==> config.mk <==
export PLATFORM = sky130hd
export DESIGN_NAME = icache_flush
export DESIGN_NICKNAME = d
export VERILOG_FILES = /design/src/design/icache_pkg.sv /design/src/design/icache_flush.sv
export SDC_FILE = /design/constraint.sdc
export NUM_CORES = 1
export LEC_CHECK = 0
export ABC_AREA = 1
export ABC_CLOCK_PERIOD_IN_PS = 1900
export BUFFER_PORTS_ARGS = -buffer_cell sky130_fd_sc_hd__buf_4
export CAP_MARGIN = 20
export CORE_AREA = 8 8 45 47
export CTS_CLUSTER_DIAMETER = 30
export DETAILED_ROUTE_END_ITERATION = 16
export DIE_AREA = 0 0 53 55
export PLACE_DENSITY_LB_ADDON = 0.05
export SLEW_MARGIN = 30
export SYNTH_ARGS = -nofsm -noshare
export SYNTH_HDL_FRONTEND = slang
export SYNTH_SLANG_ARGS = --single-unit
==> constraint.sdc <==
create_clock -name clk_i -period 1.9 [get_ports clk_i]
set_input_delay 0.38 -clock clk_i [delete_from_list [all_inputs] [get_ports clk_i]]
set_output_delay 0.38 -clock clk_i [all_outputs]
set_load 0.03 [all_outputs]
==> src/design/icache_pkg.sv <==
`default_nettype none

package icache_pkg;

  // Address and line geometry
  localparam int unsigned AddrWidth      = 32;
  localparam int unsigned InstrWidth     = 32;
  localparam int unsigned LineWordsWidth = 3;
  localparam int unsigned OffsetWidth    = LineWordsWidth + 2;
  localparam int unsigned LineAddrWidth  = AddrWidth - OffsetWidth;

  // Default cache shape, 2 ** SetsWidth sets of 2 ** WaysWidth ways
  localparam int unsigned SetsWidth = 4;
  localparam int unsigned WaysWidth = 1;

  // Address bits above the set index and the line offset
  function automatic int unsigned TagWidth(input int unsigned sets_width);
    return LineAddrWidth - sets_width;
  endfunction

  typedef enum logic [2:0] {
    FetchIdle,
    FetchFetch,
    FetchReplay,
    FetchFill,
    FetchFault,
    FetchFlush
  } fetch_state_e;

  typedef enum logic [1:0] {
    RefillIdle,
    RefillBus,
    RefillDone
  } refill_state_e;

endpackage

`default_nettype wire

==> src/design/icache_flush.sv <==
`timescale 1ns/10ps
`default_nettype none

module icache_flush #(
  parameter int unsigned SetsWidth = icache_pkg::SetsWidth
) (
  input  logic                 clk_i,
  input  logic                 rst_ni,
  input  logic                 start_i,
  output logic                 clr_en_o,
  output logic [SetsWidth-1:0] clr_set_o,
  output logic                 done_o
);

  logic                 active_q;
  logic [SetsWidth-1:0] set_q;

  // One set per cycle, all of its ways at once
  assign clr_en_o  = active_q;
  assign clr_set_o = set_q;
  assign done_o    = active_q && (&set_q);

  // Sweep starts straight out of reset
  always_ff @(posedge clk_i or negedge rst_ni) begin
    if (!rst_ni) begin
      active_q <= 1'b1;
      set_q    <= '0;
    end else if (start_i) begin
      active_q <= 1'b1;
      set_q    <= '0;
    end else if (active_q) begin
      set_q <= set_q + 1'b1;
      if (&set_q) begin
        active_q <= 1'b0;
      end
    end
  end

endmodule

`default_nettype wire

==> qor.yml, run 1 <==
outcome:
  status: "finished clean"
sta:
  rsz0062_at_grt: "no"
  fin_worst_skew_ns: 0.001244
  max-slew-margin-rel_pct: 87.34
  fin_crit_sh_pct: 82.65
  setup_viol: 0
  fin_ws_ns: 0.3297
  fin_tns_setup_ns: 0
  drv_slew: 0
  worst_pin_slew_ns: 0.1879
  hold_violations: 0
  max_freq_ghz: 0.6368
  period_needed_ns: 1.570
placement:
  port_buffers: 8
  post-dp-hpwl_um: 484
  pre_cts_slack_ns: 0.5776
  gp_congestion: 0.6888
detailed_routing:
  viasPerCell: 3.897
  vias: 226
  drc_errors: 0
  first_pass_iters: 3
  first_iter_violations: 2
  antenna_left: 0
  wl_um: 623
  wl_per_cell_um: 10.74
critical_path:
  critical_path.startpoint_type: "flip-flop"
  crit_path_end_kind: "primary output"
  path_max_fanout: 4
  arrival_ns: 1.19
  required_ns: 1.52
  crit_type: "reg2out"
synthesis:
  synth_seq_cells: 5
  syn-num-nets: 33
  netlist_instances: 29
  syn-mean-instance-area_sq_um: 8.327
  ys_warn_count: 0
  synth_area_sq_um: 241.5
  yosysUniqueCellTypes: 14
  ys_seq_area_share_pct: 52.33
floorplan:
  core_area_sq_mm: 0.001384
  num_io_pins: 9
  die_w_um: 53
  die_area_sq_mm: 0.002915
  rows: 14
  start_util_pct: 17.45
  fp.dieH_um: 55
power_and_ir_drop:
  p_int_w: 0.0002084
  vdd_drop_max_uv: 354.6
  p_sw_w: 0.00007880
  p_leak_nw: 0.1689
  comb_power_share_pct: 14.5
  powerDensity_mw_per_mm2: 802.5
  clockPowerShare_pct: 44.3
  switching_share_pct: 27.44
  seqPwrFrac_pct: 41.2
global_route:
  track_usage_pct: 5.428
  grt_max_degree: 7
  grt_pass1_vias: 249
  grt-ovfl-total: 0
  antenna_found_initial: 0
  grt_pass1_wl_mm: 1.090
clocking:
  path_clk_slew_ns: 0.05
  clock_latency_ns: 0.24
  clockBufferDepth: 2
  clock_sinks: 5
  htree_levels: 1
  cts_buffers: 3
  cts_tree: "yes"
  clock-root-buffer: "clkbuf_4"
cells_and_area:
  syn2layout_area_growth_pct: 48.19
  drive_gt1_share_pct: 33.33
  mostFrequentLayoutCell: "buf_4"
  nNetsFinal: 47
  antennaDiodeCount: 0
  final_cell_mix: "buf_4 (8), nand2_1 (7), nor2_1 (5)"
job:
  maxCapViolCount: 0
worst_hold_path:
  hold_class: "in2reg"
worst paths after layout:
| kind | startpoint | endpoint | slack [ns] | cells past startpoint |
|---|---|---|---|---|
| max | clr_set_o[0] | done_o | 0.33 | 4 |
| min | start_i | clr_set_o[3] | 0.44 | 4 |
| max reg2reg | clr_en_o | clr_set_o[2] | 0.85 | 3 |
| min reg2reg | clr_en_o | clr_set_o[0] | 0.56 | 2 |
| max in group asynchronous | rst_ni | clr_en_o | 1.23 | 2 |
| min in group asynchronous | rst_ni | clr_set_o[0] | 0.47 | 2 |
cell type report:
class	instances	area, sq um
Fill cell	162	1026
Sequential cell	5	126.4
Multi-Input combinational cell	21	103.9
Timing Repair Buffer	9	70.07
Clock buffer	4	26.28
Tap cell	16	20.02
Inverter	3	11.26
worst max-delay path: stages, from the launching register on:
cell and delay (ns):
dfrtp_1 0.41, ha_1 0.23, nand2_1 0.10, nor2_1 0.05, buf_4 0.16
power by group through the flow:
stage | sequential (W) | combinational (W) | clock, W
finish | 0.000118 | 0.0000415 | 0.000127
floorplan | 0.000130 | 0.0000125 | 0
CTS | 0.000119 | 0.0000425 | 0.000133
global placement | 0.000120 | 0.0000409 | 0
global route | 0.000119 | 0.0000465 | 0.000144
detailed placement | 0.000120 | 0.0000407 | 0
flip-flops by register name, summed over array words and instances, names as in the netlist:
name       cells
clr_set_o      4
clr_en_o       1
logic make-up (layout without fill, tap and decap cells):
logic type / after synthesis / after routing / share of synthesized area, %
DFF: 5 / 5 / 52.34
adders and majority gates: 1 / 1 / 5.181
AOI/OAI and AO/OA: 4 / 4 / 9.322
buffers and inverters: 3 / 16 / 4.663
and+or+nand+nor: 16 / 16 / 28.50
timing repair:
action                    in CTS  in global routing
setup buffers                  0                  0
hold buffers                   1                  0
hold endpoints to repair       4                  0
resized for setup              0                  0
routing by layer:
metal | global-route usage (%) | vias to the layer above | wire length, um
met4 | 1.293 | 0 | 0
li1 | - | 115 | -
met5 | 0 | - | 0
met1 | 4.601 | 104 | 245
met2 | 8.594 | 7 | 306
met3 | 5.882 | 0 | 72
synth_stat cells:
cell type	instances	area [sq um]
dfrtp_1	4	100.1
ha_1	1	12.51
inv_1	3	11.26
a21oi_1	1	5.000
nand3_1	1	5.000
o21ai_0	1	5.000
nand2_1	7	26.28
nor2_2	1	6.260
or2_1	1	6.260
nor2_1	5	18.77
o21ai_1	1	5.000
nand2_2	1	6.260
o21a_1	1	7.510
dfstp_2	1	26.28
per-stage QoR:
stage | hold slack (ns) | std cells | instance area [sq um] | utilization (%) | total power (W)
global placement | 0.1884 | 53 | 321.6 | 23.24 | 0.0001606
global route | 0.4488 | 58 | 357.8 | 25.86 | 0.0003092
detailed placement | 0.1890 | 53 | 321.6 | 23.24 | 0.0001608
floorplan | 0.08441 | 29 | 241.5 | - | 0.0001421
finish | 0.4395 | 58 | 357.8 | 25.86 | 0.0002872
CTS | 0.4368 | 58 | 357.8 | 25.86 | 0.0002941
No activity file was read; power rests on OpenSTA's default activity.
==> run 2, diff against run 1 <==
- ABC_CLOCK_PERIOD_IN_PS: 1900 -> 1620
- clock period: 1.9 -> 1.62 ns (I/O delays scaled with it)
==> run 2 against run 1 <==
Net effect:
- clock-buffer cell count unchanged
- sequential power increased by 18%
- clock power increased by 17%
- combinational power increased by 19%
- worst hold slack got worse by 0.056 ns
- final cell count unchanged
- highest routed layer unchanged
==> qor.yml, run 2 (synthesis gave the netlist of run 1 again) <==
worst_hold_path:
  hold_class: "in2reg"
  holdPathStages: 3
floorplan:
  num_io_pins: 9
  die_w_um: 53
  start_util_pct: 17.45
  fp.dieH_um: 55
  die_area_sq_mm: 0.002915
  core_area_sq_mm: 0.001384
  rows: 14
power_and_ir_drop:
  powerDensity_mw_per_mm2: 939.1
  p_sw_w: 0.00009141
  seqPwrFrac_pct: 41.3
  p_int_w: 0.0002446
  comb_power_share_pct: 14.6
  switching_share_pct: 27.20
  p_leak_nw: 0.1689
  vdd_drop_max_uv: 282.3
  clockPowerShare_pct: 44.1
cells_and_area:
  fill_cells: 157
  final_cell_mix: "buf_4 (8), nand2_1 (7), nor2_1 (5)"
  mostFrequentLayoutCell: "buf_4"
  largest_reg_flops: 4
  nNetsFinal: 47
  antennaDiodeCount: 0
  syn2layout_area_growth_pct: 48.19
  final_cell_area_sq_um: 357.8
  drive_gt1_share_pct: 33.33
sta:
  worst_pin_slew_ns: 0.1476
  fin_tns_setup_ns: 0
  max-slew-margin-rel_pct: 90.15
  fin_worst_skew_ns: 0.005869
  fin_crit_sh_pct: 93.43
  rsz0062_at_grt: "no"
  hold_violations: 0
  max_freq_ghz: 0.6607
  drv_slew: 0
  setup_viol: 0
  fin_hold_ws_ns: 0.3832
  period_needed_ns: 1.514
placement:
  gp_congestion: 0.6981
  post-dp-hpwl_um: 489.7
  port_buffers: 8
  placed_cell_area_sq_um: 321.6
critical_path:
  path_max_fanout: 4
  arrival_ns: 1.19
  critical_path.startpoint_type: "flip-flop"
  crit_path_end_kind: "primary output"
  crit_type: "reg2out"
  rr_worst_depth: 5
  required_ns: 1.30
detailed_routing:
  first_pass_iters: 4
  wl_per_cell_um: 10.69
  wl_um: 620
  vias: 229
  drc_errors: 0
  antenna_left: 0
  first_iter_violations: 5
  viasPerCell: 3.948
clocking:
  post_cts_buffers: 0
  clock-root-buffer: "clkbuf_4"
  clock_sinks: 5
  cts_buffers: 3
  cts_tree: "yes"
  clockBufferDepth: 2
  clock_latency_ns: 0.24
  htree_levels: 1
  path_clk_slew_ns: 0.04
global_route:
  grt_pass1_vias: 237
  grt-ovfl-total: 0
  track_usage_pct: 5.104
  antenna_found_initial: 0
  grt_max_degree: 7
  grt_pass1_wl_mm: 1.069
outcome:
  status: "finished clean"
job:
  maxCapViolCount: 0
[run 2: cell counts in the layout (fill, tap and decap cells not counted)]
No cell type changed its count.
[run 2: power groups by stage]
stage                     Clock (W)  Sequential, W  Combinational, W
after CTS                  0.000152       0.000139         0.0000497
final                      0.000148       0.000139         0.0000492
after floorplan                   0       0.000152         0.0000146
after global routing       0.000158       0.000140         0.0000555
after detailed placement          0       0.000141         0.0000475
after global placement            0       0.000140         0.0000475
[run 2: final cells by class]
class | count | area, sq um | area share, %
repair buffers | 9 | 70.07 | 19.58
flip-flops and latches | 5 | 126.4 | 35.31
inverters | 3 | 11.26 | 3.147
clock buffers | 4 | 26.28 | 7.343
well taps | 16 | 20.02 | 5.594
multi-input cells | 21 | 103.9 | 29.02
[run 2: metrics by stage]
stage | util (%) | power [W] | instances | setup WS, ns
after floorplan | - | 0.0001666 | 29 | 0.05290
after detailed placement | 23.24 | 0.0001882 | 53 | 0.3640
final | 25.86 | 0.0003361 | 58 | 0.1064
after global routing | 25.86 | 0.0003537 | 58 | 0.02245
after global placement | 23.24 | 0.0001879 | 53 | 0.3640
after CTS | 25.86 | 0.0003402 | 58 | 0.1025
[run 2: routing by layer]
metal  share of wire (%)  global-route usage, %  vias up
li1                    -                      -      117
met1                  40                  5.846      105
met2                  51                  6.836        7
met3                 9.0                  2.139        0
met4                   0                  5.172        0
met5                   0                      0        -
[run 2: final timing paths]
check / slack, ns / startpoint / to
worst max-delay path: 0.11 / clr_set_o[0] / done_o
worst min-delay path: 0.38 / start_i / clr_set_o[1]
worst max register to register: 0.61 / clr_en_o / clr_set_o[3]
worst min register to register: 0.57 / clr_set_o[3] / clr_set_o[3]
max in group asynchronous: 1.01 / rst_ni / clr_en_o
min in group asynchronous: 0.42 / rst_ni / clr_set_o[2]
[run 2: critical path, stage by stage (launching register included)]
cell and delay (ns):
dfrtp_1 0.41, ha_1 0.24, nand2_1 0.10, nor2_1 0.05
buf_4 0.16
[run 2: timing repair]
action                                  4_1_cts  5_1_grt
hold buffers                                  1        0
hold endpoints to repair                      4        0
gates resized for setup                       0        0
endpoints found under the setup margin        0        0
==> run 3, diff against run 2 <==
- CTS_BUF_LIST: default -> sky130_fd_sc_hd__clkbuf_8
- TNS_END_PERCENT: default -> 50
==> run 3 against run 2 <==
Net effect:
- non-clock buffer count is the same
- total power up 23%
- flip-flop and latch count stayed put
- clock skew is 0.0050 ns lower
- register-to-register slack hardly changed
- sequential share of layout area decreased by 1.8 points
- clock-buffer cell count shrank 1
- worst setup slack gained 0.018 ns
- worst hold slack improved by 0.021 ns
- critical path depth unchanged
- die area stayed put
- wire length increased by 2.1%
- largest power group unchanged
- highest routed layer is now met4
==> qor.yml, run 3 (synthesis gave the netlist of run 1 again) <==
global_route:
  grt_pass1_wl_mm: 1.097
  grt_max_degree: 7
  grt_pass1_vias: 233
  track_usage_pct: 5.653
  antenna_found_initial: 0
  grt-ovfl-total: 0
sta:
  fin_tns_setup_ns: 0
  max-slew-margin-rel_pct: 90.18
  worst_pin_slew_ns: 0.1471
  rsz0062_at_grt: "no"
  max_freq_ghz: 0.6685
  fin_crit_sh_pct: 92.33
  fin_worst_skew_ns: 0.0009067
  period_needed_ns: 1.496
  hold_violations: 0
  setup_viol: 0
  drv_slew: 0
clocking:
  ctsResizeCount: 0
  clock_latency_ns: 0.22
  clock_sinks: 5
  post_cts_buffers: 0
  cts_tree: "yes"
  htree_levels: 1
  clock-root-buffer: "clkbuf_8"
  clockBufferDepth: 2
  cts_buffers: 3
  path_clk_slew_ns: 0.04
detailed_routing:
  wl_per_cell_um: 10.91
  vias: 228
  first_iter_violations: 4
  highest_layer: "met4"
  drc_errors: 0
  wl_um: 633
  first_pass_iters: 3
  wl_met2_um: 291
  wl_met3_um: 46
  antenna_left: 0
  viasPerCell: 3.931
  met1_length_um: 262
cells_and_area:
  final_util_pct: 27.22
  drive_gt1_share_pct: 33.33
  nNetsFinal: 47
  fill_cells: 157
  final_cell_area_sq_um: 376.6
  largest_reg_flops: 4
  syn2layout_area_growth_pct: 55.96
  mostFrequentLayoutCell: "buf_4"
  final_cell_mix: "buf_4 (8), nand2_1 (7), nor2_1 (5)"
  antennaDiodeCount: 0
critical_path:
  required_ns: 1.30
  crit_path_end_kind: "primary output"
  crit_chain: "ha_1 > nand2_1 > nor2_1 > buf_4"
  path_buf_inv: 1
  arrival_ns: 1.17
  critPathMaxStageDelay_ns: 0.41
  crit_type: "reg2out"
  critPathTopFamily: "flip-flops"
  cp-startpoint: "clr_set_o[0]"
  rr_worst_depth: 5
  rr_startpoint: "clr_en_o"
  path_max_fanout: 4
  r2r-end: "clr_set_o[3]"
  r2r_slack_ns: 0.61
  critical_path.startpoint_type: "flip-flop"
  slowest_stage: "dfrtp_1"
floorplan:
  core_area_sq_mm: 0.001384
  start_util_pct: 17.45
  die_area_sq_mm: 0.002915
  num_io_pins: 9
  rows: 14
  fp.dieH_um: 55
  die_w_um: 53
worst_hold_path:
  hold_class: "in2reg"
  min_from: "start_i"
  holdPathStages: 3
  hold_end: "clr_set_o[1]"
placement:
  gp_congestion: 0.6981
  port_buffers: 8
  post-dp-hpwl_um: 489.7
  placed_cell_area_sq_um: 321.6
power_and_ir_drop:
  powerDensity_mw_per_mm2: 1097
  vdd_drop_max_uv: 576.2
  p_leak_nw: 0.1808
  total_power_w: 0.0004130
job:
  maxCapViolCount: 0
outcome:
  status: "finished clean"
[run 3: changes by cell type in the layout (fill, tap and decap cells not counted), sizes merged]
cell,change
inv,+1
clkbuf,-1
[run 3: what timing repair did]
action,CTS,global route
hold buffers,1,0
hold endpoints to repair,4,0
endpoints found under the setup margin,0,0
[run 3: metal layers]
layer  global-route usage, %  vias to the layer above
li1                        -                      115
met1                   6.000                      104
met2                   6.836                        5
met3                   2.941                        4
met4                   7.759                        0
met5                       0                        -
[run 3: power by group]
group	leakage [nW]	internal [W]	switching, W	total (W)
sequential	0.0638	0.000132	0.00000713	0.000139
combinational	0.0901	0.0000195	0.0000292	0.0000487
clock	0.0269	0.000163	0.0000626	0.000225
[run 3: through the flow]
step	hold WS [ns]	setup slack, ns	instances
2_1_floorplan	0.02841	0.05290	29
3_3_place_gp	0.1338	0.3640	53
3_5_place_dp	0.1307	0.3640	53
4_1_cts	0.3989	0.1218	58
5_1_grt	0.4289	0.02830	58
6_report	0.4039	0.1242	58
[run 3: tightest hold or removal path, stage by stage]
cell     delay (ns)
buf_4          0.08
or2_1          0.11
o21ai_1        0.06
[run 3: worst max-delay path by stage]
| stage | to | slack, ns | depth (start not counted) |
|---|---|---|---|
| 2_1_floorplan | done_o | 0.05 | 3 |
| 3_3_place_gp | done_o | 0.36 | 4 |
| 3_5_place_dp | done_o | 0.36 | 4 |
| 4_1_cts | done_o | 0.12 | 4 |
| 5_1_grt | done_o | 0.03 | 4 |
| 6_report | done_o | 0.12 | 4 |
[run 3: cell type report]
type	instances	area, sq um	area share (%)
sequential	5	126.4	33.55
multi-input combinational	21	103.9	27.57
timing repair buffer	9	70.07	18.60
clock buffer	3	41.29	10.96
tap	16	20.02	5.316
inverter	3	11.26	2.990
clock inverter	1	3.754	0.9967
