===== src/design/icache_pkg.sv =====
`default_nettype none

package icache_pkg;

  // Address and line geometry
  localparam int unsigned AddrWidth      = 32;
  localparam int unsigned InstrWidth     = 32;
  localparam int unsigned LineWordsWidth = 3;
  localparam int unsigned OffsetWidth    = LineWordsWidth + 2;
  localparam int unsigned LineAddrWidth  = AddrWidth - OffsetWidth;

  // Default cache shape, 2 ** SetsWidth sets of 2 ** WaysWidth ways
  localparam int unsigned SetsWidth = 4;
  localparam int unsigned WaysWidth = 1;

  // Address bits above the set index and the line offset
  function automatic int unsigned TagWidth(input int unsigned sets_width);
    return LineAddrWidth - sets_width;
  endfunction

  typedef enum logic [2:0] {
    FetchIdle,
    FetchFetch,
    FetchReplay,
    FetchFill,
    FetchFault,
    FetchFlush
  } fetch_state_e;

  typedef enum logic [1:0] {
    RefillIdle,
    RefillBus,
    RefillDone
  } refill_state_e;

endpackage

`default_nettype wire


===== src/design/icache_refill.sv =====
`timescale 1ns/10ps
`default_nettype none

module icache_refill #(
  parameter int unsigned WaysWidth = icache_pkg::WaysWidth
) (
  input  logic                                  clk_i,
  input  logic                                  rst_ni,
  input  logic                                  start_i,
  input  logic [icache_pkg::LineAddrWidth-1:0]  line_addr_i,
  input  logic [WaysWidth-1:0]                  way_i,
  output logic                                  wb_cyc_o,
  output logic                                  wb_stb_o,
  output logic [icache_pkg::AddrWidth-1:0]      wb_adr_o,
  input  logic [icache_pkg::InstrWidth-1:0]     wb_dat_i,
  input  logic                                  wb_ack_i,
  input  logic                                  wb_err_i,
  output logic                                  data_wr_en_o,
  output logic [icache_pkg::LineWordsWidth-1:0] data_wr_word_o,
  output logic [icache_pkg::InstrWidth-1:0]     data_wr_data_o,
  output logic [WaysWidth-1:0]                  wr_way_o,
  output logic                                  tag_wr_en_o,
  output logic                                  done_o,
  output logic                                  err_o
);
  import icache_pkg::*;

  refill_state_e             state_q;
  logic                      stb_q;
  logic [LineWordsWidth-1:0] word_q;
  logic [WaysWidth-1:0]      way_q;

  // One classic cycle per word, CYC and STB move together
  assign wb_cyc_o = stb_q;
  assign wb_stb_o = stb_q;
  assign wb_adr_o = {line_addr_i, word_q, 2'b00};

  assign err_o          = stb_q && wb_err_i;
  assign data_wr_en_o   = stb_q && wb_ack_i && !wb_err_i;
  assign data_wr_word_o = word_q;
  assign data_wr_data_o = wb_dat_i;
  assign wr_way_o       = way_q;

  // Tag goes in after the last word, an error beat ends the line early
  assign tag_wr_en_o = state_q == RefillDone;
  assign done_o      = tag_wr_en_o || err_o;

  always_ff @(posedge clk_i or negedge rst_ni) begin
    if (!rst_ni) begin
      state_q <= RefillIdle;
      stb_q   <= 1'b0;
      word_q  <= '0;
    end else begin
      case (state_q)
        RefillIdle: begin
          if (start_i) begin
            state_q <= RefillBus;
            stb_q   <= 1'b1;
            word_q  <= '0;
          end
        end
        RefillBus: begin
          if (err_o) begin
            stb_q   <= 1'b0;
            state_q <= RefillIdle;
          end else if (data_wr_en_o) begin
            // Idle cycle between words
            stb_q  <= 1'b0;
            word_q <= word_q + 1'b1;
            if (&word_q) begin
              state_q <= RefillDone;
            end
          end else begin
            stb_q <= 1'b1;
          end
        end
        default: state_q <= RefillIdle;
      endcase
    end
  end

  always_ff @(posedge clk_i) begin
    if (start_i) begin
      way_q <= way_i;
    end
  end

endmodule

`default_nettype wire


===== config.mk =====
export PLATFORM = sky130hd
export DESIGN_NAME = icache_refill
export DESIGN_NICKNAME = d
export VERILOG_FILES = /design/src/design/icache_pkg.sv /design/src/design/icache_refill.sv
export SDC_FILE = /design/constraint.sdc
export NUM_CORES = 1
export LEC_CHECK = 0
export BUFFER_PORTS_ARGS = -buffer_cell sky130_fd_sc_hd__buf_2
export CORE_MARGIN = 5
export CORE_UTILIZATION = 28
export DETAILED_ROUTE_END_ITERATION = 10
export GPL_TIMING_DRIVEN = 0
export HOLD_SLACK_MARGIN = 0.08
export PLACE_DENSITY = 0.82
export SLEW_MARGIN = 15
export SYNTH_ARGS = -nofsm -noshare
export SYNTH_HDL_FRONTEND = slang
export SYNTH_SLANG_ARGS = --single-unit

===== constraint.sdc =====
create_clock -name clk_i -period 1.5 [get_ports clk_i]
set_input_delay 0.3 -clock clk_i [delete_from_list [all_inputs] [get_ports clk_i]]
set_output_delay 0.3 -clock clk_i [all_outputs]
set_load 0.02 [all_outputs]

==> out/metrics.yaml, run 1 <==
status: "completed"
start_kind: "flip-flop"
wire_per_inst_um: 11.8
clock_path_buffers: 2
fin_crit_sh_pct: 97.5
ys_types: 22
cts_tree: "done"
antenna_cells: 0
drt-total-wl_um: 2640
die_w_um: 65.4
avgSynthCellArea_um2: 8.44
p_leak_nw: 0.879
io_buffer_count: 77
synth_area_um2: 861
r2r_end: "data_wr_word_o[0]"
rr_worst_depth: 5
grt_usage_pct: 10.8
place_congestion: 0.792
r2r_start: "wb_cyc_o"
finalHoldViolCount: 0
numCtsBuffers: 3
start_util_pct: 28.7
drt_first_pass_iters: 4
hpwlAfterDp_um: 2280
path_class: "reg -> out"
io_pins: 139
final_util_pct: 46.5
h-tree-depth: 1
drv_slew: 0
cts.sinks: 7
core_um2: 3000
dp_cells: 213
vias_per_cell: 4.02
maxCapViolCount: 0
cp_max_fo: 3
holdPathEnd: "wr_way_o"
power_density_nw_per_um2: 1010
fmax_mhz: 684
drt_first_iter_violations: 31
synth_cells: 102
grt_pass1_vias: 934
critPathRequiredTime_ps: 1200
grt_pass1_wl_um: 3690
synth_seq_cells: 7
finalSetupViolations: 0
nNetsFinal: 259
clkSlewWorstSetupHoldPaths_ps: 50
finalClockSkew_ps: 5.31
ir_worst_vdd_v: 0.000258
min_path_cells: 1
insertion_delay_ps: 260
place_area_um2: 1290
grt_max_degree: 11
hp-start: "way_i"
yosysSeqAreaShare_pct: 20.9
antenna_found_initial: 0
drive_gt1_share_pct: 83.2
nFillCells: 298
r2r_setup_slack_ps: 70
arrival_ps: 1160
die-height_um: 65.4
root_buffer: "clkbuf_4"
yosys_warnings: 0
row_count: 20
hp-class: "in -> reg"
drtAntennaViolNets: 0
vias: 901
area_delta_synth_final_pct: 62.2
drc: 0
end_kind: "output port"
die_area_um2: 4280
grt_overflow: 0
instances_no_fill: 224
final_cell_area_um2: 1400
hold_ws_ps: 224
period_needed_ps: 1460
## what timing repair did
item	in CTS	in global routing
endpoints found under the hold margin	6	0
hold buffers	1	0
resized for setup	7	3
setup buffers	5	1
pin swaps	1	1
endpoints found under the setup margin	1	3
## Yosys cell counts
cell	number	area, um^2
a22o_1	1	8.76
a32oi_1	2	17.5
and4_2	1	10.0
and4bb_1	1	12.5
buf_2	1	5.00
buf_4	65	488
conb_1	1	3.75
dfrtp_1	6	150
edfxtp_1	1	30.0
ha_1	2	25.0
inv_1	3	11.3
mux2_2	1	11.3
nand2_1	4	15.0
nand2b_1	1	6.26
nand3_1	2	10.0
nand3b_1	1	7.51
nor2_1	3	11.3
nor2b_1	1	6.26
o21ai_0	2	10.0
o21bai_1	1	7.51
o31ai_1	1	7.51
or2_2	1	6.26
## layer usage
metal | part of all wire (%) | GRT usage, %
met1 | 31 | 10.3
met2 | 56 | 21.9
met3 | 12 | 2.56
met4 | 0.72 | 3.89
met5 | 0 | 0
## critical path: stages, from the launching register on
cell and delay, ps:
dfrtp_1 400, buf_6 130, buf_4 120, buf_4 110
buf_2 150
## kinds of logic (layout without fill, tap and decap cells)
| group | count (synthesis) | count (layout) | synth area share, % |
|---|---|---|---|
| and+or+nand+nor | 15 | 15 | 9.88 |
| adders and majority gates | 2 | 2 | 2.91 |
| DFF | 7 | 7 | 20.9 |
| other | 1 | 2 | 0.436 |
| buffers and inverters | 69 | 157 | 58.6 |
| AOI/OAI and AO/OA | 7 | 7 | 5.96 |
| muxes | 1 | 1 | 1.31 |
## layout make-up
class,count,area (um^2),share of cell area [%]
plain buffers,66,499,35.8
repair buffers,84,450,32.3
multi-input cells,27,188,13.4
flip-flops and latches,7,180,12.9
well taps,33,41.3,2.96
clock buffers,4,26.3,1.88
inverters,3,11.3,0.806
## layout by cell type, fill, tap and decap left out, drive strengths merged, types with 2 or more instances in the layout
master | synthesis | final
a32oi | 2 | 2
buf | 66 | 149
clkbuf | 0 | 4
conb | 1 | 2
dfrtp | 6 | 6
ha | 2 | 2
inv | 3 | 3
nand2 | 4 | 4
nand3 | 2 | 2
nor2 | 3 | 3
o21ai | 2 | 2
## worst max path at each step
stage / end / from
2_1_floorplan: done_o / state_q[0]
3_3_place_gp: done_o / wb_cyc_o
3_5_place_dp: done_o / wb_cyc_o
4_1_cts: wb_stb_o / wb_cyc_o
5_1_grt: data_wr_word_o[0] / wb_cyc_o
6_report: wb_stb_o / wb_cyc_o
## power breakdown
group          switching [W]  leakage, nW  internal (W)  total [W]
clock network      0.0000737       0.0150      0.000102   0.000176
registers          0.0000532       0.0876      0.000248   0.000301
logic               0.000478        0.776      0.000452   0.000931
## through the flow
stage	setup slack (ps)	setup TNS, ps	power, W
global route	-1.25	-1.25	0.00150
CTS	21.9	0	0.00139
finish	37.7	0	0.00141
floorplan	121	0	0.000879
global placement	195	0	0.00108
detailed placement	177	0	0.00110
## sequential cells by signal, indices dropped and copies added, names as in the netlist
name            count
data_wr_word_o      3
wr_way_o            1
wb_cyc_o            1
state_q             2
No activity file was read; power rests on OpenSTA's default activity.
==> run 2: changes to the inputs <==
CELL_PAD_IN_SITES_DETAIL_PLACEMENT = 1   (was default)
CELL_PAD_IN_SITES_GLOBAL_PLACEMENT = 2   (was default)
CORE_UTILIZATION = 11   (was 28)
PLACE_DENSITY = 0.78   (was 0.82)
==> run 2 against run 1 <==
Routed wire length is 11% higher. Global-route usage is 5.2 points lower. Fmax is 1.5% higher. Largest cell class unchanged. Cell area is 6.5% higher. Critical path depth stayed put. First-iteration DRC count is 81% lower. Clock-buffer cell count stayed put. Combinational power is 3.4% lower. Cell count is 30% higher. Highest routed layer is now met3. Core utilization is 27 points lower.
==> out/metrics.yaml, run 2 (synthesis results as in run 1) <==
drt-total-wl_um: 2940
antenna_found_initial: 0
hp-class: "in -> reg"
critPathRequiredTime_ps: 1200
arrival_ps: 1140
nNetsFinal: 258
place_congestion: 0.697
grt_max_degree: 11
vias: 925
io_pins: 139
p_comb_share_pct: 60.8
finalSetupTns_ps: 0
largest_reg_flops: 3
h-tree-depth: 1
power_density_nw_per_um2: 994
rsz0062_at_grt: "false"
r2r_setup_slack_ps: 170
slowest_delay_ps: 430
drt_first_iter_violations: 6
finalSetupViolations: 0
drtAntennaViolNets: 0
wire_per_inst_um: 10.1
insertion_delay_ps: 230
final_cell_mix: "buf_2 (76), buf_4 (71), dfrtp_1 (5)"
drive_gt1_share_pct: 83.2
io_buffer_count: 77
antenna_cells: 0
grt_usage_pct: 5.57
die_area_um2: 9690
path_cells: "nand2_2 -> inv_2 -> or2_4 -> buf_6"
status: "completed"
period_needed_ps: 1440
cts_tree: "done"
clock_path_buffers: 2
drv_slew: 0
drt_first_pass_iters: 3
clkSlewWorstSetupHoldPaths_ps: 40
nFillCells: 969
grt_overflow: 0
die_w_um: 98.5
finalClockSkew_ps: 1.80
switching_share_pct: 41.9
start_util_pct: 11.2
cts.sinks: 7
drc: 0
p_leak_nw: 0.880
end_kind: "output port"
grt_pass1_vias: 1052
core_um2: 7690
pwr-share-clk_pct: 18.0
p_seq_share_pct: 21.2
die-height_um: 98.5
fin_crit_sh_pct: 96.1
cp_max_fo: 5
finalHoldViolCount: 0
fmax_mhz: 694
row_count: 32
startpoint: "wb_cyc_o"
r2r_start: "data_wr_word_o[0]"
grt_pass1_wl_um: 4530
intPower_w: 0.000858
hold_ws_ps: 252
multi_input_area_um2: 188
hp-start: "way_i"
path_class: "reg -> out"
maxCapViolCount: 0
p_switching_w: 0.000620
hpwlAfterDp_um: 2640
root_buffer: "clkbuf_8"
slowest_stage: "dfrtp_2"
start_kind: "flip-flop"
ir_worst_vdd_v: 0.000256
numCtsBuffers: 3
final_common_cell: "buf_2"
vias_per_cell: 3.17
area_delta_synth_final_pct: 72.8
ff_latch_area_um2: 181
-- run 2: power by group through the flow --
stage	clock network [W]	logic (W)	registers (W)
finish	0.000266	0.000899	0.000313
floorplan	0	0.000530	0.000349
global route	0.000295	0.000973	0.000326
detailed placement	0	0.000814	0.000318
CTS	0.000277	0.000905	0.000313
global placement	0	0.000804	0.000314
-- run 2: timing repair --
item                       CTS  global route
cloned                       0             0
gates resized for setup      7             1
pin swaps                    1             2
hold endpoints to repair     6             0
setup buffers                4             1
setup endpoints to repair    2             2
hold buffers                 1             0
-- run 2: worst max-delay path, delay by kind of cell (launching register included) --
family        cells  cell delay [ps]
buf+inv           2              170
simple gates      2              320
flops             1              430
-- run 2: routing by layer --
layer	up-vias	GRT usage (%)	part of all wire, %
li1	434	-	-
met1	405	5.35	33
met2	86	10.7	52
met3	0	3.33	15
met4	0	0.315	0
met5	-	0	0
-- run 2: area by class of cell --
type,instances,share of cell area [%]
inverters,3,0.757
clock buffers,4,3.03
multi-input cells,27,12.6
plain buffers,66,33.3
repair buffers,83,29.5
flip-flops and latches,7,12.2
well taps,102,8.58
-- run 2: per-stage QoR --
step                utilization [%]  power (W)  cell area (um^2)  std cells  worst slack [ps]
global placement               17.9    0.00112              1380        282               161
global route                   19.4    0.00159              1490        292              5.05
detailed placement             17.9    0.00113              1380        282               147
CTS                            19.2    0.00150              1480        291              33.8
floorplan                         -   0.000879               865        103               121
finish                         19.4    0.00148              1490        292              58.6
-- run 2: final timing paths --
kind                                     endpoint  depth (start not counted)
min in group asynchronous       data_wr_word_o[1]                          2
worst max-delay path                       done_o                          4
worst min-delay path                     wr_way_o                          1
worst max register to register  data_wr_word_o[2]                          4
max in group asynchronous                wb_cyc_o                          2
worst min register to register  data_wr_word_o[1]                          2
==> run 3: changes to the inputs <==
--- a/constraint.sdc
+++ b/constraint.sdc
@@ -3,2 +3,2 @@
 set_output_delay 0.3 -clock clk_i [all_outputs]
-set_load 0.02 [all_outputs]
+set_load 0.005 [all_outputs]
==> run 3 against run 2 <==
Critical path depth stayed put. Largest cell class unchanged. Cell count is 1.0% lower. Critical endpoint unchanged. Critical path type unchanged. Routed wire length is 1.1% lower. Total power is 16% lower.
==> out/metrics.yaml, run 3 (synthesis results as in run 1) <==
status: "completed"
drv_slew: 0
h-tree-depth: 1
row_count: 32
drive_gt1_share_pct: 82.9
grt_overflow: 0
finalClockSkew_ps: 1.95
hold_ws_ps: 252
die-height_um: 98.5
finalHoldViolCount: 0
drt_first_iter_violations: 6
r2r_start: "data_wr_word_o[0]"
power_density_nw_per_um2: 847
startpoint: "wb_cyc_o"
cp_max_fo: 5
p_leak_nw: 0.866
area_delta_synth_final_pct: 70.2
arrival_ps: 1130
p_switching_w: 0.000401
io_pins: 139
insertion_delay_ps: 230
nNetsFinal: 255
hpwlAfterDp_um: 2640
antenna_cells: 0
fin_ws_ps: 65.6
path_class: "reg -> out"
root_buffer: "clkbuf_8"
final_cell_mix: "buf_2 (76), buf_4 (68), dfrtp_1 (5)"
drt_first_pass_iters: 3
hp-class: "in -> reg"
final_common_cell: "buf_2"
grt_pass1_wl_um: 4490
grt_pass1_vias: 1054
rsz0062_at_grt: "false"
intPower_w: 0.000840
numCtsBuffers: 3
fin_crit_sh_pct: 95.6
drtAntennaViolNets: 0
cts.sinks: 7
start_util_pct: 11.2
ir_worst_vdd_v: 0.000243
clock_path_buffers: 2
io_buffer_count: 77
critPathRequiredTime_ps: 1200
switching_share_pct: 32.3
p_seq_share_pct: 25.2
start_kind: "flip-flop"
drt-total-wl_um: 2910
pwr-share-clk_pct: 21.4
place_ws_ps: 179
place_congestion: 0.697
vias_per_cell: 3.16
period_needed_ps: 1430
cts_tree: "done"
finalSetupTns_ps: 0
maxCapViolCount: 0
drc: 0
grt_usage_pct: 5.53
vias: 912
wire_per_inst_um: 10.1
grt_max_degree: 11
hp-start: "way_i"
die_area_um2: 9690
finalSetupViolations: 0
slowest_delay_ps: 430
antenna_found_initial: 0
p_comb_share_pct: 53.3
core_um2: 7690
clkSlewWorstSetupHoldPaths_ps: 40
slowest_stage: "dfrtp_2"
path_cells: "nand2_2 -> inv_2 -> or2_4 -> buf_6"
fmax_mhz: 697
largest_reg_flops: 3
end_kind: "output port"
die_w_um: 98.5
run 3: cell types whose count changed in the layout (fill, tap and decap cells not counted):
cell   change
buf_4      -3
run 3: power by group through the flow:
stage / Clock (W) / Sequential (W) / Combinational (W)
6_report: 0.000266 / 0.000313 / 0.000662
5_1_grt: 0.000295 / 0.000326 / 0.000737
4_1_cts: 0.000277 / 0.000313 / 0.000660
3_5_place_dp: 0 / 0.000318 / 0.000596
3_3_place_gp: 0 / 0.000314 / 0.000586
2_1_floorplan: 0 / 0.000303 / 0.000355
run 3: cell type report:
type | instances | area [um^2]
sequential | 7 | 181
clock buffer | 4 | 45.0
timing repair buffer | 80 | 417
fill | 966 | 6220
buffer | 66 | 495
tap | 102 | 128
multi-input combinational | 27 | 188
inverter | 3 | 11.3
run 3: timing repair:
action,CTS,global route
resized for setup,4,3
pin swaps,0,1
endpoints found under the hold margin,6,0
endpoints found under the setup margin,1,1
buffers inserted,2,0
hold buffers,1,0
run 3: critical path: cells and delay by family, from the launching register on:
kind | cells | cell delay, ps
flip-flops | 1 | 430
AND/OR/NAND/NOR | 2 | 330
buffers and inverters | 2 | 150
run 3: final timing paths:
check / end / slack, ps / cells after the start
setup / recovery: done_o / 70 / 4
hold / removal: wr_way_o / 250 / 1
setup reg to reg: data_wr_word_o[2] / 170 / 4
hold reg to reg: data_wr_word_o[1] / 600 / 2
max in group asynchronous: wb_cyc_o / 900 / 2
min in group asynchronous: data_wr_word_o[1] / 440 / 2
run 3: metal layers:
layer  vias up  part of all wire [%]  GRT usage [%]
met2        86                    52           10.6
li1        429                     -              -
met1       397                    32           5.31
met3         0                    16           3.33
met4         0                     0          0.315
met5         -                     0              0
run 3: through the flow:
step	cells	utilization [%]	area (um^2)	total power [W]
3_5_place_dp	282	17.9	1380	0.000914
3_3_place_gp	282	17.9	1380	0.000900
5_1_grt	289	19.1	1470	0.00136
4_1_cts	289	18.9	1450	0.00125
2_1_floorplan	103	-	865	0.000657
6_report	289	19.1	1470	0.00124
