<file path="src/design/icache_pkg.sv">
`default_nettype none

package icache_pkg;

  // Address and line geometry
  localparam int unsigned AddrWidth      = 32;
  localparam int unsigned InstrWidth     = 32;
  localparam int unsigned LineWordsWidth = 3;
  localparam int unsigned OffsetWidth    = LineWordsWidth + 2;
  localparam int unsigned LineAddrWidth  = AddrWidth - OffsetWidth;

  // Default cache shape, 2 ** SetsWidth sets of 2 ** WaysWidth ways
  localparam int unsigned SetsWidth = 4;
  localparam int unsigned WaysWidth = 1;

  // Address bits above the set index and the line offset
  function automatic int unsigned TagWidth(input int unsigned sets_width);
    return LineAddrWidth - sets_width;
  endfunction

  typedef enum logic [2:0] {
    FetchIdle,
    FetchFetch,
    FetchReplay,
    FetchFill,
    FetchFault,
    FetchFlush
  } fetch_state_e;

  typedef enum logic [1:0] {
    RefillIdle,
    RefillBus,
    RefillDone
  } refill_state_e;

endpackage

`default_nettype wire

</file>
<file path="src/design/icache_ctrl.sv">
`timescale 1ns/10ps
`default_nettype none

module icache_ctrl #(
  parameter int unsigned SetsWidth = icache_pkg::SetsWidth,
  parameter int unsigned WaysWidth = icache_pkg::WaysWidth
) (
  input  logic                                       clk_i,
  input  logic                                       rst_ni,
  input  logic                                       req_valid_i,
  input  logic [icache_pkg::AddrWidth-1:0]           req_addr_i,
  input  logic                                       req_flush_i,
  output logic                                       req_ready_o,
  output logic                                       resp_valid_o,
  output logic [icache_pkg::InstrWidth-1:0]          resp_instr_o,
  output logic                                       resp_fault_o,
  output logic                                       rd_en_o,
  output logic [SetsWidth-1:0]                       rd_set_o,
  output logic [icache_pkg::LineWordsWidth-1:0]      rd_word_o,
  output logic [icache_pkg::TagWidth(SetsWidth)-1:0] rd_tag_o,
  input  logic                                       hit_i,
  input  logic [WaysWidth-1:0]                       hit_way_i,
  input  logic [WaysWidth-1:0]                       victim_way_i,
  output logic                                       victim_use_o,
  input  logic [icache_pkg::InstrWidth-1:0]          rd_data_i,
  output logic                                       refill_start_o,
  output logic [icache_pkg::LineAddrWidth-1:0]       refill_line_o,
  output logic [WaysWidth-1:0]                       refill_way_o,
  input  logic                                       refill_done_i,
  input  logic                                       refill_err_i,
  output logic                                       flush_start_o,
  input  logic                                       flush_done_i
);
  import icache_pkg::*;

  localparam int unsigned TagW = TagWidth(SetsWidth);

  fetch_state_e         state_q;
  logic [AddrWidth-1:0] addr_q;
  logic [AddrWidth-1:0] rd_addr;
  logic [WaysWidth-1:0] way_q;
  logic                 accept;
  logic                 start_q;
  logic                 flush_req_q;

  //////////////////////////////
  // Request and array read

  assign req_ready_o   = state_q == FetchIdle;
  assign accept        = req_ready_o && req_valid_i;
  assign flush_start_o = accept && req_flush_i;

  // New request reads straight away, a replay uses the held address
  assign rd_addr   = (state_q == FetchIdle) ? req_addr_i : addr_q;
  assign rd_en_o   = (accept && !req_flush_i) || state_q == FetchReplay;
  assign rd_word_o = rd_addr[2 +: LineWordsWidth];
  assign rd_set_o  = rd_addr[OffsetWidth +: SetsWidth];
  assign rd_tag_o  = rd_addr[AddrWidth-1 -: TagW];

  //////////////////////////////
  // Response and miss handling

  assign resp_valid_o = (state_q == FetchFetch && hit_i) || state_q == FetchFault;
  assign resp_fault_o = state_q == FetchFault;
  assign resp_instr_o = rd_data_i;

  assign victim_use_o   = state_q == FetchFetch && !hit_i;
  assign refill_start_o = start_q;
  assign refill_line_o  = addr_q[AddrWidth-1:OffsetWidth];
  assign refill_way_o   = way_q;

  always_ff @(posedge clk_i or negedge rst_ni) begin
    if (!rst_ni) begin
      state_q     <= FetchFlush;
      start_q     <= 1'b0;
      flush_req_q <= 1'b0;
    end else begin
      // Refill starts once the victim way is held
      start_q <= victim_use_o;
      case (state_q)
        FetchIdle: begin
          if (accept && req_flush_i) begin
            state_q     <= FetchFlush;
            flush_req_q <= 1'b1;
          end else if (accept) begin
            state_q <= FetchFetch;
          end
        end
        FetchFetch: begin
          if (hit_i) begin
            state_q <= FetchIdle;
          end else begin
            state_q <= FetchFill;
          end
        end
        FetchReplay: state_q <= FetchFetch;
        FetchFill: begin
          if (refill_done_i && refill_err_i) begin
            state_q <= FetchFault;
          end else if (refill_done_i) begin
            state_q <= FetchReplay;
          end
        end
        FetchFlush: begin
          // Reset sweep has no fetch behind it
          if (flush_done_i && flush_req_q) begin
            state_q <= FetchReplay;
          end else if (flush_done_i) begin
            state_q <= FetchIdle;
          end
          if (flush_done_i) begin
            flush_req_q <= 1'b0;
          end
        end
        default: state_q <= FetchIdle;
      endcase
    end
  end

  // Way of the last lookup, the victim when it missed
  always_ff @(posedge clk_i) begin
    if (accept) begin
      addr_q <= req_addr_i;
    end
    if (state_q == FetchFetch) begin
      way_q <= hit_i ? hit_way_i : victim_way_i;
    end
  end

endmodule

`default_nettype wire

</file>
<file path="config.mk">
export PLATFORM = sky130hd
export DESIGN_NAME = icache_ctrl
export DESIGN_NICKNAME = d
export VERILOG_FILES = /design/src/design/icache_pkg.sv /design/src/design/icache_ctrl.sv
export SDC_FILE = /design/constraint.sdc
export NUM_CORES = 1
export LEC_CHECK = 0
export BUFFER_PORTS_ARGS = -buffer_cell sky130_fd_sc_hd__clkbuf_2
export CORE_MARGIN = 2
export CORE_UTILIZATION = 39
export CTS_BUF_LIST = sky130_fd_sc_hd__clkbuf_16
export CTS_CLUSTER_SIZE = 12
export DETAILED_ROUTE_END_ITERATION = 10
export GPL_TIMING_DRIVEN = 0
export PLACE_DENSITY = 0.9
export SYNTH_ARGS = -nofsm -noshare
export SYNTH_HDL_FRONTEND = slang
export SYNTH_SLANG_ARGS = --single-unit
export TNS_END_PERCENT = 1
</file>
<file path="constraint.sdc">
create_clock -name clk_i -period 2.9 [get_ports clk_i]
set_input_delay 0.435 -clock clk_i [delete_from_list [all_inputs] [get_ports clk_i]]
set_output_delay 0.435 -clock clk_i [all_outputs]
set_load 0.01 [all_outputs]
</file>
==> flow_metrics.env, run 1 <==
export IMPL_relSlewSlack=0.535
export IMPL_hold_path_class="in2reg"
export IMPL_clock_sinks=36
export IMPL_dp_slack_ps=289
export IMPL_cp_startpoint="state_q[1]"
export IMPL_synth_mux_area_frac=0.171
export IMPL_fin_setup_tns_ps=0
export IMPL_io_buffers=136
export IMPL_hold_path_end="addr_q[2]"
export IMPL_yosys_top_cells_area="edfxtp_1, buf_4, mux2_2"
export IMPL_synth_largest_area_cell="edfxtp_1"
export IMPL_synth_avg_cell_area_sq_um=12.7
export IMPL_maxCapViolCount=0
export IMPL_holdCritStartpoint="req_addr_i[2]"
export IMPL_r2r_cells=5
export IMPL_synth_compound_area_share=0.0321
export IMPL_path_max_fanout=10
export IMPL_grt_setup_unrepaired="false"
export IMPL_grt_first_pass_wirelength_mm=7.10
export IMPL_first_iter_violations=33
export IMPL_ys_seq_elements=36
export IMPL_place_inst=371
export IMPL_irDropWorstVdd_v=0.000470
export IMPL_syn_inst=165
export IMPL_start_util=0.409
export IMPL_syn_nets=239
export IMPL_area_growth_synth_to_final_pct=45.7
export IMPL_cp_required_ps=2470
export IMPL_regToRegSetupSlack_ps=650
export IMPL_grt_max_degree=31
export IMPL_clk_pin_slew_ps=60
export IMPL_die_width_um=77.4
export IMPL_boundaryPins=171
export IMPL_cts_setup_buffers=0
export IMPL_synth_cell_types=27
export IMPL_worstMarginPinSlew_ps=698
export IMPL_clock_skew_ps=3.75
export IMPL_clockBufferDepth=2
export IMPL_fin_nets=384
export IMPL_arrival_ps=1860
export IMPL_dp_hpwl_mm=3.81
export IMPL_htree_levels=2
export IMPL_power_leakage_uw=0.00153
export IMPL_postRouteAntennaNets=0
export IMPL_r2r_start="state_q[1]"
export IMPL_routed_via_density=4.38
export IMPL_setup_viol=0
export IMPL_synth_async_reset_ratio=0.139
export IMPL_critPathLaunchType="register"
export IMPL_final_cell_count_no_fill=381
export IMPL_synth_top_family_by_area="buffers and inverters"
export IMPL_min_path_cells=1
export IMPL_wl_per_cell_um=12.3
export IMPL_rows=26
export IMPL_cts_buffers=5
export IMPL_syn_area_sq_mm=0.00210
export IMPL_p_total_uw=2690
export IMPL_cts_tree="yes"
export IMPL_die_y_um=77.4
export IMPL_wl_mm=4.70
export IMPL_power_density_mw_per_mm2=877
export IMPL_cts_root_buf="clkbuf_16"
export IMPL_cp_end_kind="output port"
export IMPL_final_setup_worst_slack_ps=608
export IMPL_grt_overflow_total=0
export IMPL_vias=1669
export IMPL_worstSetupPathType="reg2out"
export IMPL_timing_final_crit_share=0.790
export IMPL_gp_congestion=0.691
export IMPL_num_antenna_cells=0
export IMPL_synth_top_cell_area_share=0.443
export IMPL_grt_use_total=0.148
export IMPL_outcome="finished, final reports clean"
export IMPL_period_minus_slack_ps=2290
export IMPL_hold_viol_final=0
export IMPL_synthSimpleGateAreaFrac=0.0529
export IMPL_drv_slew=0
export IMPL_synth_fa_ha_area_frac=0
export IMPL_synth_xor_area_frac=0
export IMPL_fmax_mhz=436
export IMPL_drc_errors=0
export IMPL_drive_gt1_frac=0.785
export IMPL_fp_dieArea_sq_mm=0.00600
export IMPL_yosysSeqAreaShare=0.503
export IMPL_ys_flop_type="edfxtp_1"
export IMPL_drt_pass1_iter_count=4
export IMPL_first_global_vias=1586
export IMPL_r2r_end="addr_q[17]"
export IMPL_yosysWarnings=0
export IMPL_antenna_found_initial=0
export IMPL_synth_edf_count=31
export IMPL_core_area_sq_mm=0.00514
export IMPL_clkLatencyLatePin_ps=270
metal layers:
layer | wire length [um] | up-vias | GRT usage
met1 | 1770 | 766 | 0.154
met3 | 312 | 2 | 0.0221
li1 | - | 813 | -
met5 | 0 | - | 0
met2 | 2580 | 88 | 0.293
met4 | 34 | 0 | 0.0589
cells in the mapped netlist, types with 2 or more instances:
cell type and n:
nand2b_1 3, nor3_1 2, nand3_1 2, buf_6 3, mux2_2 30, dfrtp_1 3, a21oi_1 3, buf_4 60
dfstp_2 2, and2_1 2, inv_1 3, mux2_1 2, buf_2 2, nand2_1 2, edfxtp_1 31, nor2_1 4
report_power, final:
part           leakage [uW]  total [uW]  internal, uW  switching, uW
registers          0.000344         773           719           54.2
logic               0.00111        1320           684            640
clock network     0.0000798         591           403            188
total               0.00153        2690          1810            882
registers in the layout, indices dropped and copies added, names as in the netlist:
register / flops
flush_req_q: 1
state_q: 3
addr_q: 30
refill_way_o: 1
refill_start_o: 1
placed cells by master, fill, tap and decap left out, drive strengths merged:
master / n
a21o: 1
a21oi: 3
a22oi: 1
a31oi: 1
a41o: 1
and2: 2
and3: 1
buf: 66
bufinv: 1
clkbuf: 141
clkinv: 1
clkinvlp: 1
dfrtp: 3
dfstp: 2
dlygate4sd3: 1
edfxtp: 31
inv: 3
mux2: 32
nand2: 2
nand2b: 3
nand3: 2
nor2: 4
nor2b: 1
nor3: 3
o211ai: 1
o21ai: 1
o22a: 1
or3b: 1
worst max-delay path, stage by stage (launching register included):
cell and delay [ps]:
dfrtp_1 350, buf_2 180, nor3_4 360, buf_6 210
mux2_2 350, clkbuf_2 130
worst max path at each step:
stage                  end  slack, ps  cells after the start
4_1_cts         addr_q[15]        310                      4
2_1_floorplan   addr_q[10]        750                      4
3_5_place_dp    addr_q[15]        290                      4
5_1_grt         addr_q[21]        500                      5
3_3_place_gp    addr_q[22]        360                      4
6_report       rd_tag_o[3]        610                      5
per-stage QoR:
step / utilization / cell area (sq um) / hold WS [ps]
2_1_floorplan: - / 2100 / 139
3_3_place_gp: 0.559 / 2870 / 253
3_5_place_dp: 0.559 / 2870 / 258
4_1_cts: 0.593 / 3050 / 343
5_1_grt: 0.596 / 3060 / 345
6_report: 0.596 / 3060 / 350
layout make-up:
| cell class | count | area, sq um |
|---|---|---|
| Inverter | 3 | 11.3 |
| Tap cell | 70 | 87.6 |
| Clock buffer | 5 | 125 |
| Buffer | 65 | 494 |
| Multi-Input combinational cell | 61 | 539 |
| Timing Repair Buffer | 138 | 706 |
| Clock inverter | 3 | 42.5 |
| Sequential cell | 36 | 1060 |
| Fill cell | 465 | 2080 |
cell families (layout without fill, tap and decap cells):
group                  Yosys count  count (layout)
AOI/OAI and AO/OA               10              10
buffers and inverters           68             214
DFF                             36              36
muxes                           32              32
and+or+nand+nor                 19              19
timing repair:
item | in CTS | in global routing
resized for setup | 0 | 0
endpoints found under the setup margin | 0 | 0
hold buffers | 1 | 0
endpoints found under the hold margin | 3 | 0
Power figures use the tool's default switching activity.
==> run 2: changes to the inputs <==
- ABC_AREA: default -> 1
- clock period: 2.9 -> 2.25 ns (I/O delays scaled with it)
==> run 2 against run 1 <==
Against the previous run:
- register-to-register slack got worse by 480 ps
- utilization is 1.1 points lower
- combinational power up 43%
- sequential power is 33% higher
- synthesized cell count is 44% higher
- total power increased by 33%
- design area down 1.1%
- clock power increased by 9.8%
- flip-flop and latch count stayed put
- global-route usage is 0.42 points higher
- largest power group unchanged
==> flow_metrics.env, run 2 <==
export IMPL_outcome="finished, final reports clean"
export IMPL_synth_mux_area_frac=0
export IMPL_ctsResizeCount=0
export IMPL_syn_area_sq_mm=0.00211
export IMPL_antenna_found_initial=0
export IMPL_rows=26
export IMPL_wl_per_cell_um=10.7
export IMPL_gp_congestion=0.731
export IMPL_timing_final_crit_share=0.926
export IMPL_regArea_sq_mm=0.00106
export IMPL_power_leakage_uw=0.00171
export IMPL_largestRegisters="addr_q: 30 flops, state_q: 3 flops"
export IMPL_grt_setup_unrepaired="false"
export IMPL_die_width_um=77.6
export IMPL_fillCellCount=448
export IMPL_fin_nets=455
export IMPL_final_common_cell="clkbuf_2"
export IMPL_multiInputGateArea_sq_um=508
export IMPL_top_register="addr_q"
export IMPL_fp_dieArea_sq_mm=0.00602
export IMPL_ys_seq_elements=36
export IMPL_synth_most_common_cell="nand2_1"
export IMPL_fmax_mhz=480
export IMPL_grt_busiest_layer="met2"
export IMPL_vias=1920
export IMPL_area_growth_synth_to_final_pct=43.5
export IMPL_cts_setup_buffers=0
export IMPL_num_antenna_cells=0
export IMPL_cts_tree="yes"
export IMPL_cp_cell_sequence="nor2_2, inv_2, nor2_8, nand2_1, inv_1"
export IMPL_cp_required_ps=2140
export IMPL_irDropWorstVdd_v=0.000739
export IMPL_clkLatencyLatePin_ps=280
export IMPL_syn_inst=237
export IMPL_grt_overflow_total=0
export IMPL_postRouteAntennaNets=0
export IMPL_final_core_utilization=0.586
export IMPL_grt_first_pass_wirelength_mm=7.36
export IMPL_routed_via_density=4.25
export IMPL_grt_util_met2=0.289
export IMPL_fin_setup_tns_ps=0
export IMPL_first_global_vias=1709
export IMPL_synth_largest_area_cell="edfxtp_1"
export IMPL_drive_gt1_frac=0.563
export IMPL_clockBufferDepth=2
export IMPL_critPathLaunchType="register"
export IMPL_cts_root_buf="clkbuf_16"
export IMPL_synthTopCellsByCount="nand2_1, buf_4, edfxtp_1, inv_1, nand3_1"
export IMPL_synth_top_cell_area_share=0.441
export IMPL_synth_avg_cell_area_sq_um=8.91
export IMPL_use_met3=0.0442
export IMPL_dp_hpwl_mm=3.95
export IMPL_worstSetupPathType="reg2reg"
export IMPL_layout_common_cells="clkbuf_2, nand2_1, buf_4"
export IMPL_arrival_ps=1970
export IMPL_clock_sinks=36
export IMPL_synth_cell_types=17
export IMPL_relSlewSlack=0.248
export IMPL_yosysSeqAreaShare=0.501
export IMPL_worstMarginPinSlew_ps=1130
export IMPL_dp_slack_ps=122
export IMPL_max_stage_delay_ps=810
export IMPL_synthSimpleGateAreaFrac=0.228
export IMPL_die_y_um=77.6
export IMPL_syn_nets=311
export IMPL_htree_levels=2
export IMPL_setup_viol=0
export IMPL_globalRouteMet1Util=0.164
export IMPL_clk_pin_slew_ps=60
export IMPL_cp_end_kind="register"
export IMPL_drv_slew=0
export IMPL_wl_mm=4.84
export IMPL_path_max_fanout=30
export IMPL_power_density_mw_per_mm2=1180
export IMPL_grt_max_degree=31
export IMPL_first_iter_violations=79
export IMPL_yosysWarnings=0
export IMPL_boundaryPins=171
export IMPL_largest_register_ffs=30
export IMPL_synth_edf_count=31
export IMPL_postCtsHoldBufs=1
export IMPL_ys_flop_type="edfxtp_1"
export IMPL_io_buffers=136
export IMPL_core_area_sq_mm=0.00517
export IMPL_synth_top_family_by_area="buffers and inverters"
export IMPL_hold_viol_final=0
export IMPL_synth_fa_ha_area_frac=0
export IMPL_synth_async_reset_ratio=0.139
export IMPL_cp_top_family="buffers and inverters"
export IMPL_maxCapViolCount=0
export IMPL_period_minus_slack_ps=2080
export IMPL_hold_path_class="in2reg"
export IMPL_crit_buf_inv=2
export IMPL_cp_slowest_cell="inv_1"
export IMPL_synth_xor_area_frac=0
export IMPL_cts_buffers=5
export IMPL_drc_errors=0
export IMPL_clock_skew_ps=7.01
export IMPL_start_util=0.408
export IMPL_drt_pass1_iter_count=4
export IMPL_grt_use_total=0.152
export IMPL_final_setup_worst_slack_ps=166
export IMPL_synth_compound_area_share=0.0124
export IMPL_yosys_top_cells_area="edfxtp_1, buf_4, nand2_1"
## run 2: changes by cell type in the layout (fill, tap and decap cells not counted), sizes merged, moves of 3 or more
cell and delta:
nand2b -3, nor3 -3, inv +10, nand3 +4, mux2 -32, nor2 +3, nand2 +102
## run 2: path summary, 6_finish.rpt
check	from	end	slack (ps)	cells past startpoint
max	state_q[1]	addr_q[22]	170	5
min	req_addr_i[10]	addr_q[10]	250	1
max reg2reg	state_q[1]	addr_q[22]	170	5
min reg2reg	flush_req_q	flush_req_q	490	2
max in group asynchronous	rst_ni	state_q[0]	1610	2
min in group asynchronous	rst_ni	refill_start_o	430	2
## run 2: metrics by stage
| step | cell area, sq um | power [uW] | hold WS [ps] | std cells |
|---|---|---|---|---|
| 2_1_floorplan | 2110 | 2230 | 41.9 | 237 |
| 3_3_place_gp | 2880 | 2920 | 158 | 443 |
| 3_5_place_dp | 2880 | 2970 | 160 | 443 |
| 4_1_cts | 3030 | 3620 | 247 | 452 |
| 5_1_grt | 3030 | 3830 | 245 | 452 |
| 6_report | 3030 | 3570 | 250 | 452 |
## run 2: layer usage
layer	wire length [um]	part of all wire	vias to the layer above
met5	0	0	-
met4	65	0.013	0
met3	330	0.068	11
met2	2640	0.55	98
met1	1810	0.37	837
li1	-	-	974
## run 2: cells by family after synthesis
logic type	count (synthesis)
compound gates	5
buf+inv	77
flops	36
simple gates	119
## run 2: where the power goes
part | switching (uW) | leakage (uW) | internal [uW]
Combinational | 1090 | 0.00130 | 798
Clock | 248 | 0.0000687 | 402
Sequential | 90.5 | 0.000345 | 938
Total | 1430 | 0.00171 | 2140
## run 2: layout make-up
type                    count  area share
well taps                  70      0.0289
repair buffers            137       0.228
clock inverters             3     0.00496
inverters                  12      0.0149
flip-flops and latches     36       0.349
plain buffers              65       0.165
clock buffers               5      0.0413
multi-input cells         124       0.168
## run 2: worst register-to-register path: cells and delay by family (launching register included)
family,cells,cell delay [ps]
and+or+nand+nor,3,380
buffers and inverters,2,890
DFF,1,420
==> run 3: changes to the inputs <==
- CTS_CLUSTER_DIAMETER: default -> 60
- REMOVE_ABC_BUFFERS: default -> 1
==> run 3 against run 2 <==
Against the previous run:
- flip-flop and latch count is the same
- clock power grew 17%
- utilization shrank 12 points
- clock skew down 2.3 ps
- clock-buffer cell count did not move
- global-route usage increased by 3.3 points
- die area stayed put
- total power decreased by 2.4%
- hold slack improved by 3.2 ps
- critical path depth rose by 1
- non-clock buffer count is 94 lower
- critical endpoint is now rd_tag_o[4]
==> flow_metrics.env, run 3 (synthesized netlist as in run 2, its figures left out) <==
export IMPL_outcome="finished, final reports clean"
export IMPL_dp_hpwl_mm=4.32
export IMPL_cp_required_ps=1910
export IMPL_hold_path_class="in2reg"
export IMPL_clkLatencyLatePin_ps=270
export IMPL_grt_setup_unrepaired="false"
export IMPL_clk_pin_slew_ps=50
export IMPL_worstSetupPathType="reg2out"
export IMPL_drc_errors=0
export IMPL_drt_pass1_iter_count=5
export IMPL_hold_viol_final=0
export IMPL_largest_register_ffs=30
export IMPL_clock_sinks=36
export IMPL_finalInstanceArea_sq_mm=0.00243
export IMPL_fin_nets=362
export IMPL_final_setup_worst_slack_ps=161
export IMPL_critPathLaunchType="register"
export IMPL_relSlewSlack=0.558
export IMPL_boundaryPins=171
export IMPL_clockBufferDepth=2
export IMPL_fillCellCount=488
export IMPL_core_area_sq_mm=0.00517
export IMPL_clock_skew_ps=4.71
export IMPL_timing_final_crit_share=0.928
export IMPL_fmax_mhz=479
export IMPL_top_register="addr_q"
export IMPL_grt_use_total=0.185
export IMPL_power_density_mw_per_mm2=1430
export IMPL_layout_common_cells="nand2_1, clkbuf_2, edfxtp_1"
export IMPL_cts_tree="yes"
export IMPL_irDropWorstVdd_v=0.000734
export IMPL_wl_per_cell_um=16.2
export IMPL_num_antenna_cells=0
export IMPL_htree_levels=2
export IMPL_hold_ws_ps=253
export IMPL_first_iter_violations=82
export IMPL_rows=26
export IMPL_io_buffers=104
export IMPL_fin_setup_tns_ps=0
export IMPL_routed_via_density=4.56
export IMPL_worstMarginPinSlew_ps=662
export IMPL_gp_congestion=0.708
export IMPL_cts_buffers=5
export IMPL_drive_gt1_frac=0.429
export IMPL_largestRegisters="addr_q: 30 flops, state_q: 3 flops"
export IMPL_setup_viol=0
export IMPL_period_minus_slack_ps=2090
export IMPL_place_area_sq_mm=0.00222
export IMPL_first_global_vias=1520
export IMPL_wl_mm=5.80
export IMPL_cp_end_kind="output port"
export IMPL_path_max_fanout=17
export IMPL_cts_root_buf="clkbuf_16"
export IMPL_arrival_ps=1750
export IMPL_grt_first_pass_wirelength_mm=8.31
export IMPL_die_y_um=77.6
export IMPL_maxCapViolCount=0
export IMPL_power_leakage_uw=0.00129
export IMPL_area_growth_synth_to_final_pct=15.3
export IMPL_fp_dieArea_sq_mm=0.00602
export IMPL_postRouteAntennaNets=0
export IMPL_grt_max_degree=35
export IMPL_vias=1638
export IMPL_die_width_um=77.6
export IMPL_antenna_found_initial=0
export IMPL_drv_slew=0
export IMPL_dp_slack_ps=-208
export IMPL_grt_overflow_total=0
export IMPL_start_util=0.408
[run 3: changes by cell type in the layout (fill, tap and decap cells not counted)]
cell,delta
inv_1,-1
inv_4,+1
clkinv_2,+1
inv_2,-1
clkbuf_2,-32
buf_6,-3
bufinv_16,+1
nor2_4,+1
buf_4,-59
clkinv_1,-1
[run 3: worst max-delay path, cell delays in order, from the launching register on]
cell and delay (ps):
dfrtp_1 420, nor2_2 150, inv_2 110, nor2_4 450, nand2_1 110, nand2_1 100
clkbuf_2 130
[run 3: final cells by class]
type | count | area (sq um) | area share
sequential | 36 | 1060 | 0.435
tap | 70 | 87.6 | 0.0360
timing repair buffer | 108 | 553 | 0.227
multi-input combinational | 125 | 519 | 0.213
clock inverter | 3 | 38.8 | 0.0159
inverter | 12 | 51.3 | 0.0211
clock buffer | 5 | 125 | 0.0514
[run 3: stage by stage]
stage | utilization | cells | power (uW)
detailed placement | 0.429 | 346 | 2610
finish | 0.470 | 359 | 3480
global route | 0.470 | 359 | 3730
CTS | 0.464 | 355 | 3390
global placement | 0.429 | 346 | 2560
floorplan | - | 172 | 1930
[run 3: report_power, final]
group | total [uW] | switching [uW] | internal, uW
Sequential | 1040 | 103 | 936
Clock | 759 | 244 | 516
Combinational | 1680 | 1090 | 594
[run 3: final timing paths]
| check | startpoint | slack (ps) | end | cells past startpoint |
|---|---|---|---|---|
| worst max-delay path | state_q[1] | 160 | rd_tag_o[4] | 6 |
| worst min-delay path | req_addr_i[20] | 250 | addr_q[20] | 1 |
| worst max register to register | state_q[0] | 240 | addr_q[3] | 5 |
| worst min register to register | flush_req_q | 510 | flush_req_q | 2 |
| max in group asynchronous | rst_ni | 1630 | state_q[2] | 2 |
| min in group asynchronous | rst_ni | 410 | state_q[1] | 2 |
[run 3: timing repair]
action	in CTS	in global routing
hold buffers	1	0
gates cloned	0	1
hold endpoints to repair	3	0
pin swaps	0	1
setup endpoints to repair	60	62
resized for setup	2	0
setup buffers	0	3
[run 3: per-layer routing]
| layer | GRT usage | up-vias | wire [um] |
|---|---|---|---|
| met5 | 0.0727 | - | 0 |
| li1 | - | 791 | - |
| met4 | 0.0625 | 0 | 99 |
| met2 | 0.262 | 128 | 2430 |
| met3 | 0.134 | 8 | 946 |
| met1 | 0.213 | 711 | 2330 |
